### src/mem_req_pkg.sv
// shared address map, line geometry and bus types for the memory request controller
package mem_req_pkg;

	// --------------------
	// geometry
	// --------------------

	// 8 regions of 2 banks each
	localparam int NUM_BANKS = 16;
	// one sram line
	localparam int LINE_BYTES = 32;

	// --------------------
	// scalar types
	// --------------------

	// byte address, 512 KB space
	typedef logic [18:0] addr_t;
	// {region, odd/even}
	typedef logic [3:0] bank_t;
	// line within a bank
	typedef logic [9:0] line_idx_t;
	// 1..32 bytes, zero never issued
	typedef logic [5:0] size_t;
	// byte position inside a line
	typedef logic [4:0] offset_t;
	typedef logic [LINE_BYTES-1:0][7:0] line_t;
	typedef logic [LINE_BYTES-1:0] byte_en_t;

	typedef enum logic {
		OP_READ,
		OP_WRITE
	} op_e;

	// per-client request sequencing
	typedef enum logic [1:0] {
		IDLE,
		ISSUE,
		DONE
	} req_state_e;

	// --------------------
	// bundles
	// --------------------

	// client side, held stable until valid or ack
	typedef struct packed {
		logic req;
		op_e op;
		addr_t addr;
		size_t size;
		line_t wdata;
	} client_req_t;

	// back to the client, valid for reads and ack for writes
	typedef struct packed {
		logic valid;
		logic ack;
		line_t rdata;
	} client_rsp_t;

	// one command per bank in the grant cycle
	typedef struct packed {
		logic read;
		logic write;
		line_idx_t line_idx;
		line_t wdata;
		byte_en_t byte_en;
	} bank_cmd_t;

	// decoded request, first line and optional second line
	typedef struct packed {
		bank_t first_bank;
		bank_t second_bank;
		logic two_lines;
		bank_cmd_t first_cmd;
		bank_cmd_t second_cmd;
		offset_t offset;
	} line_plan_t;

	// --------------------
	// address map helpers
	// --------------------

	// region in 18..16, bank parity in bit 5
	function automatic bank_t bank_of(addr_t addr);
		return {addr[18:16], addr[5]};
	endfunction

	// bits 15..6 index the line, bit 5 already spent on the bank
	function automatic line_idx_t line_of(addr_t addr);
		return addr[15:6];
	endfunction

endpackage

### src/line_splitter.sv
// combinational decode of one client request into first and second line commands
`timescale 1ns/1ns
module line_splitter (
	input mem_req_pkg::client_req_t req,
	output mem_req_pkg::line_plan_t plan
);
	import mem_req_pkg::*;

	// byte offset of the start address
	offset_t offset;
	// next line start that may carry into the next region
	addr_t next_addr;
	// 1..32 bytes left in the first line
	size_t room;
	size_t first_cnt;
	size_t second_cnt;
	logic two_lines;
	logic is_read;
	logic is_write;
	// flat view of the write data for shifting
	logic [LINE_BYTES*8-1:0] wvec;
	logic [LINE_BYTES*8-1:0] first_wvec;
	logic [LINE_BYTES*8-1:0] second_wvec;
	byte_en_t first_be;
	byte_en_t second_be;

	// low cnt bytes enabled up to a full line
	function automatic byte_en_t lead_mask(size_t cnt);
		logic [LINE_BYTES:0] m;
		m = ({{LINE_BYTES{1'b0}}, 1'b1} << cnt) - 1'b1;
		return m[LINE_BYTES-1:0];
	endfunction

	// --------------------
	// geometry
	// --------------------

	always_comb begin
		offset = req.addr[4:0];
		next_addr = req.addr + addr_t'(LINE_BYTES);
		room = size_t'(LINE_BYTES) - size_t'(offset);
		// first line takes what fits and second takes the rest
		first_cnt = (req.size > room) ? room : req.size;
		second_cnt = req.size - first_cnt;
		// crossing the line end needs a second bank
		two_lines = (7'(offset) + 7'(req.size)) > 7'(LINE_BYTES);
	end

	// --------------------
	// write alignment
	// --------------------

	always_comb begin
		wvec = req.wdata;
		// lead bytes land at the offset
		first_wvec = wvec << {offset, 3'b000};
		// remaining bytes start at byte 0 of the next line
		second_wvec = wvec >> {first_cnt, 3'b000};
		first_be = lead_mask(first_cnt) << offset;
		// empty when everything fits in the first line
		second_be = lead_mask(second_cnt);
	end

	// idle client gives idle commands
	assign is_read = req.req && (req.op == OP_READ);
	assign is_write = req.req && (req.op == OP_WRITE);

	// --------------------
	// plan assembly
	// --------------------

	always_comb begin
		plan.first_bank = bank_of(req.addr);
		plan.second_bank = bank_of(next_addr);
		plan.two_lines = two_lines;
		plan.offset = offset;

		plan.first_cmd.read = is_read;
		plan.first_cmd.write = is_write;
		plan.first_cmd.line_idx = line_of(req.addr);
		plan.first_cmd.wdata = first_wvec;
		plan.first_cmd.byte_en = first_be;

		// only meaningful when two_lines is set
		plan.second_cmd.read = is_read && two_lines;
		plan.second_cmd.write = is_write && two_lines;
		plan.second_cmd.line_idx = line_of(next_addr);
		plan.second_cmd.wdata = second_wvec;
		plan.second_cmd.byte_en = second_be;
	end

endmodule

### config.mk
export PLATFORM = sky130hd
export DESIGN_NAME = line_splitter
export DESIGN_NICKNAME = d
export VERILOG_FILES = /design/src/mem_req_pkg.sv /design/src/line_splitter.sv
export SDC_FILE = /design/constraint.sdc
export NUM_CORES = 2
export LEC_CHECK = 0
export ABC_AREA = 1
export BUFFER_PORTS_ARGS = -buffer_cell sky130_fd_sc_hd__buf_4
export CAP_MARGIN = 10
export CORE_AREA = 2 2 347 349
export DETAILED_ROUTE_END_ITERATION = 12
export DIE_AREA = 0 0 349 351
export MAX_ROUTING_LAYER = met4
export PLACE_DENSITY = 0.42
export SLEW_MARGIN = 10
export SYNTH_ARGS = -nofsm -noshare
export SYNTH_HDL_FRONTEND = slang
export SYNTH_SLANG_ARGS = --single-unit
### constraint.sdc
create_clock -name vclk -period 8.25
set_input_delay 0.825 -clock vclk [all_inputs]
set_output_delay 0.825 -clock vclk [all_outputs]
set_load 0.03 [all_outputs]
# Yosys cells after proc, flatten, opt, wreduce, memory -nomap -nowiden
# Cells that the tools add are included.
dict set report totals {
  register_bits 0
  inputBits 283
  elab_cells 19
}
dict set report classes {
  add_sub_neg 6
  magnitude_cmp 2
  shift 5
  n_mux 1
  n_bitwise 1
  n_reduce_logical 4
}
# op count
set ops {}
lappend ops {{$shl A256 B8 Y256} 1}
lappend ops {{$shr A256 B9 Y256} 1}
lappend ops {{$shl A1 B6 Y32 const A} 2}
lappend ops {{$sub A32 B1 Y32 const B} 2}
lappend ops {{$shl A32 B5 Y32} 1}
lappend ops {{$add A19 B6 Y19 const B} 1}
lappend ops {{$add A5 B6 Y7} 1}
lappend ops {{$gt A7 B6 Y1 const B} 1}
lappend ops {{$gt A6 B6 Y1} 1}
lappend ops {{$mux W6} 1}
lappend ops {{$sub A6 B5 Y6 const A} 1}
lappend ops {{$sub A6 B6 Y6} 1}
lappend ops {{$logic_and A1 B1 Y1} 4}
lappend ops {{$not A1 Y1} 1}

# Depth between registers and ports, before layout
dict set report depth {
  word_depth 6
  mapped_depth 41
  ltp_nobuf 34
}

# Worst setup path before layout
# OpenSTA, ideal clock, no wires.
dict set report synth_timing {
  kind {input port to output port}
  start {in req[263] (netlist name)}
  end {out plan[15] (netlist name)}
  arrival_time_ns 7.168
  required_time_ns 7.425
  setup_slack_ns 0.257
  cell_stages 34
  n_path_buf 9
  path_cell_list {buf_6 > inv_2 > clkbuf_1 > buf_1 > clkbuf_1 > ha_1 > xor2_1 > ha_1 > nand2_1 > nor2_4 > nand3_2 > nand2_4 > nand2_8 > nand2_1 > o21ai_4 > inv_2 > buf_6 > buf_6 > clkbuf_1 > clkbuf_1 > clkbuf_1 > ha_1 > a21oi_1 > nand2_2 > xnor2_4 > nand2_4 > nor2_1 > inv_1 > ha_1 > nand2_2 > nor2_2 > nand2_4 > nor2_2 > xor2_1}
}
# item line_no
set synth_lines {}
lappend synth_lines {{start, declared} line_splitter.sv:4} ;# input mem_req_pkg::client_req_t req,
lappend synth_lines {{end, declared} line_splitter.sv:5} ;# output mem_req_pkg::line_plan_t plan

==> flow_summary.ini <==
[worst_setup_path]
path_max_fanout = 131
end_kind = output port
worstPathRequired_ns = 7.42
critPathLaunchType = input pin
path_class = in -> out
critPathArrivalTime_ns = 6.31
startpoint = req[265]

[global_route]
grt.met2_usage_pct = 64.8
grt_use_met3_pct = 7.45
grt_max_degree = 226
grt_pass1_vias = 40600
grt_pass1_wl_mm = 343
grt_use_total_pct = 41.2
antenna_found_initial = 63
use_met1_pct = 50.8
grt-busiest-layer = met2
gr-total-overflow = 0

[synth]
synthCells = 5886
yosysMostFrequentCell = nand2_1
synth_nets = 6188
ys_warn_count = 0
synth_common_cells = nand2_1, o21ai_0, nor2_1, inv_1, nand3_1
synthTopCellsByArea = nand2_1, o21ai_0, mux2i_1
seq_area_frac_synth_pct = 0
synth_area_mm2 = 0.0287
synth_area_per_cell_um2 = 4.87
synth_cell_types = 58
synth_top_area_share_pct = 23.2
synth_top_area_cell = nand2_1

[timing]
finalHoldViolations = 0
tightestPinTransition_ns = 1.37
slew_headroom_pct = 7.46
period_needed_ns = 7.13
finalSetupViolations = 0
slew_violations = 0
fmax_mhz = 140
finalSetupTns_ns = 0
fin_crit_sh_pct = 86.4
rsz0062_at_grt = no

[status]
status = complete, no violations

[detailed_routing]
avgViaCountPerCell = 5.67
routed_wl_mm = 262
dr.pass1.iters = 6
drt_first_iter_violations = 5936
antenna_left = 0
route.detailed.drc = 0
wire_per_inst_um = 33.0
vias = 45000

[clock_tree]
cts.hold.buffers_added = 0
cts_setup_buffers = 0
cts-resized-gates = 0

[hold_path]
hp-start = req[280]
min_path_type = in -> out

[final_layout]
drive_gt1_share_pct = 17.9
syn_to_final_growth_pct = 25.9
fillers = 14200
clkbuf_count = 0
ff_latch_area_um2 = 0
fin_nets = 6638
multi_input_area_mm2 = 0.0246
n_sequential_cell = 0

[placed_design]
place_congestion = 1.05
dp.final_hpwl_mm = 222
io_buffers = 897

[floorplanning]
start_util_pct = 24.1
dieHeight_um = 351
io_pins = 897
die_w_um = 349
rows = 127
placeableCoreArea_mm2 = 0.119
die_area_mm2 = 0.122

[job]
max-cap-violations = 0
## placed cells by master, fill, tap and decap left out, types with 34 or more instances in the layout
master    instances
a21oi_1         108
a22oi_1          41
buf_4           963
diode_2          58
inv_1           478
mux2i_1         320
nand2_1        1771
nand3_1         344
nor2_1          571
o211ai_1         81
o21ai_0        1159
o221ai_1         40
o22ai_1          78
or2_2            34
## area by class of cell
cell class         count  share of cell area [%]
well taps           1548                    5.36
repair buffers       979                    20.8
multi-input cells   4852                    68.1
diodes                58                   0.402
inverters            503                    5.34
## worst paths after layout
kind / to / slack (ns) / depth (start not counted)
min: plan[613] / 1.88 / 2
max: plan[72] / 1.12 / 18
## per-stage QoR
| stage | cell area, µm² | utilization (%) | worst slack (ns) | hold WS, ns | std cells |
|---|---|---|---|---|---|
| 4_1_cts | 36000 | 30.2 | 1.44 | 1.89 | 7882 |
| 6_report | 36100 | 30.3 | 1.12 | 1.88 | 7940 |
| 3_5_place_dp | 36000 | 30.2 | 1.46 | 1.89 | 7882 |
| 5_1_grt | 36100 | 30.3 | 1.07 | 1.89 | 7932 |
| 2_1_floorplan | 28700 | - | 0.257 | 1.76 | 5886 |
| 3_3_place_gp | 36000 | 30.2 | 1.35 | 1.89 | 7882 |
## cell families after synthesis
| family | Yosys count | synth area share (%) |
|---|---|---|
| simple gates | 2869 | 41.5 |
| compound gates | 1613 | 31.0 |
| fa+ha+maj | 19 | 0.855 |
| mux | 320 | 11.2 |
| buf+inv | 1034 | 14.4 |
| xor+xnor | 31 | 1.04 |
## worst max-delay path, cell delays in order
cell and delay [ns]:
buf_6 0.43, inv_6 0.36, nand2_2 0.19, nand2_2 0.07, nand2_2 0.07, inv_2 0.04
nor2_4 0.14, nand4_4 0.19, nand2_8 0.17, nand2_1 0.10, nand2_4 0.34, buf_12 0.49
o21ai_0 0.31, mux2i_1 0.47, o21ai_0 0.19, o21ai_0 1.06, o21ai_0 0.32, buf_4 0.26
## routing by layer
metal | routed length (µm) | vias up
met4 | 15300 | 0
met1 | 106000 | 21600
li1 | - | 20500
met2 | 118000 | 2407
met3 | 22600 | 445
met5 | 0 | -
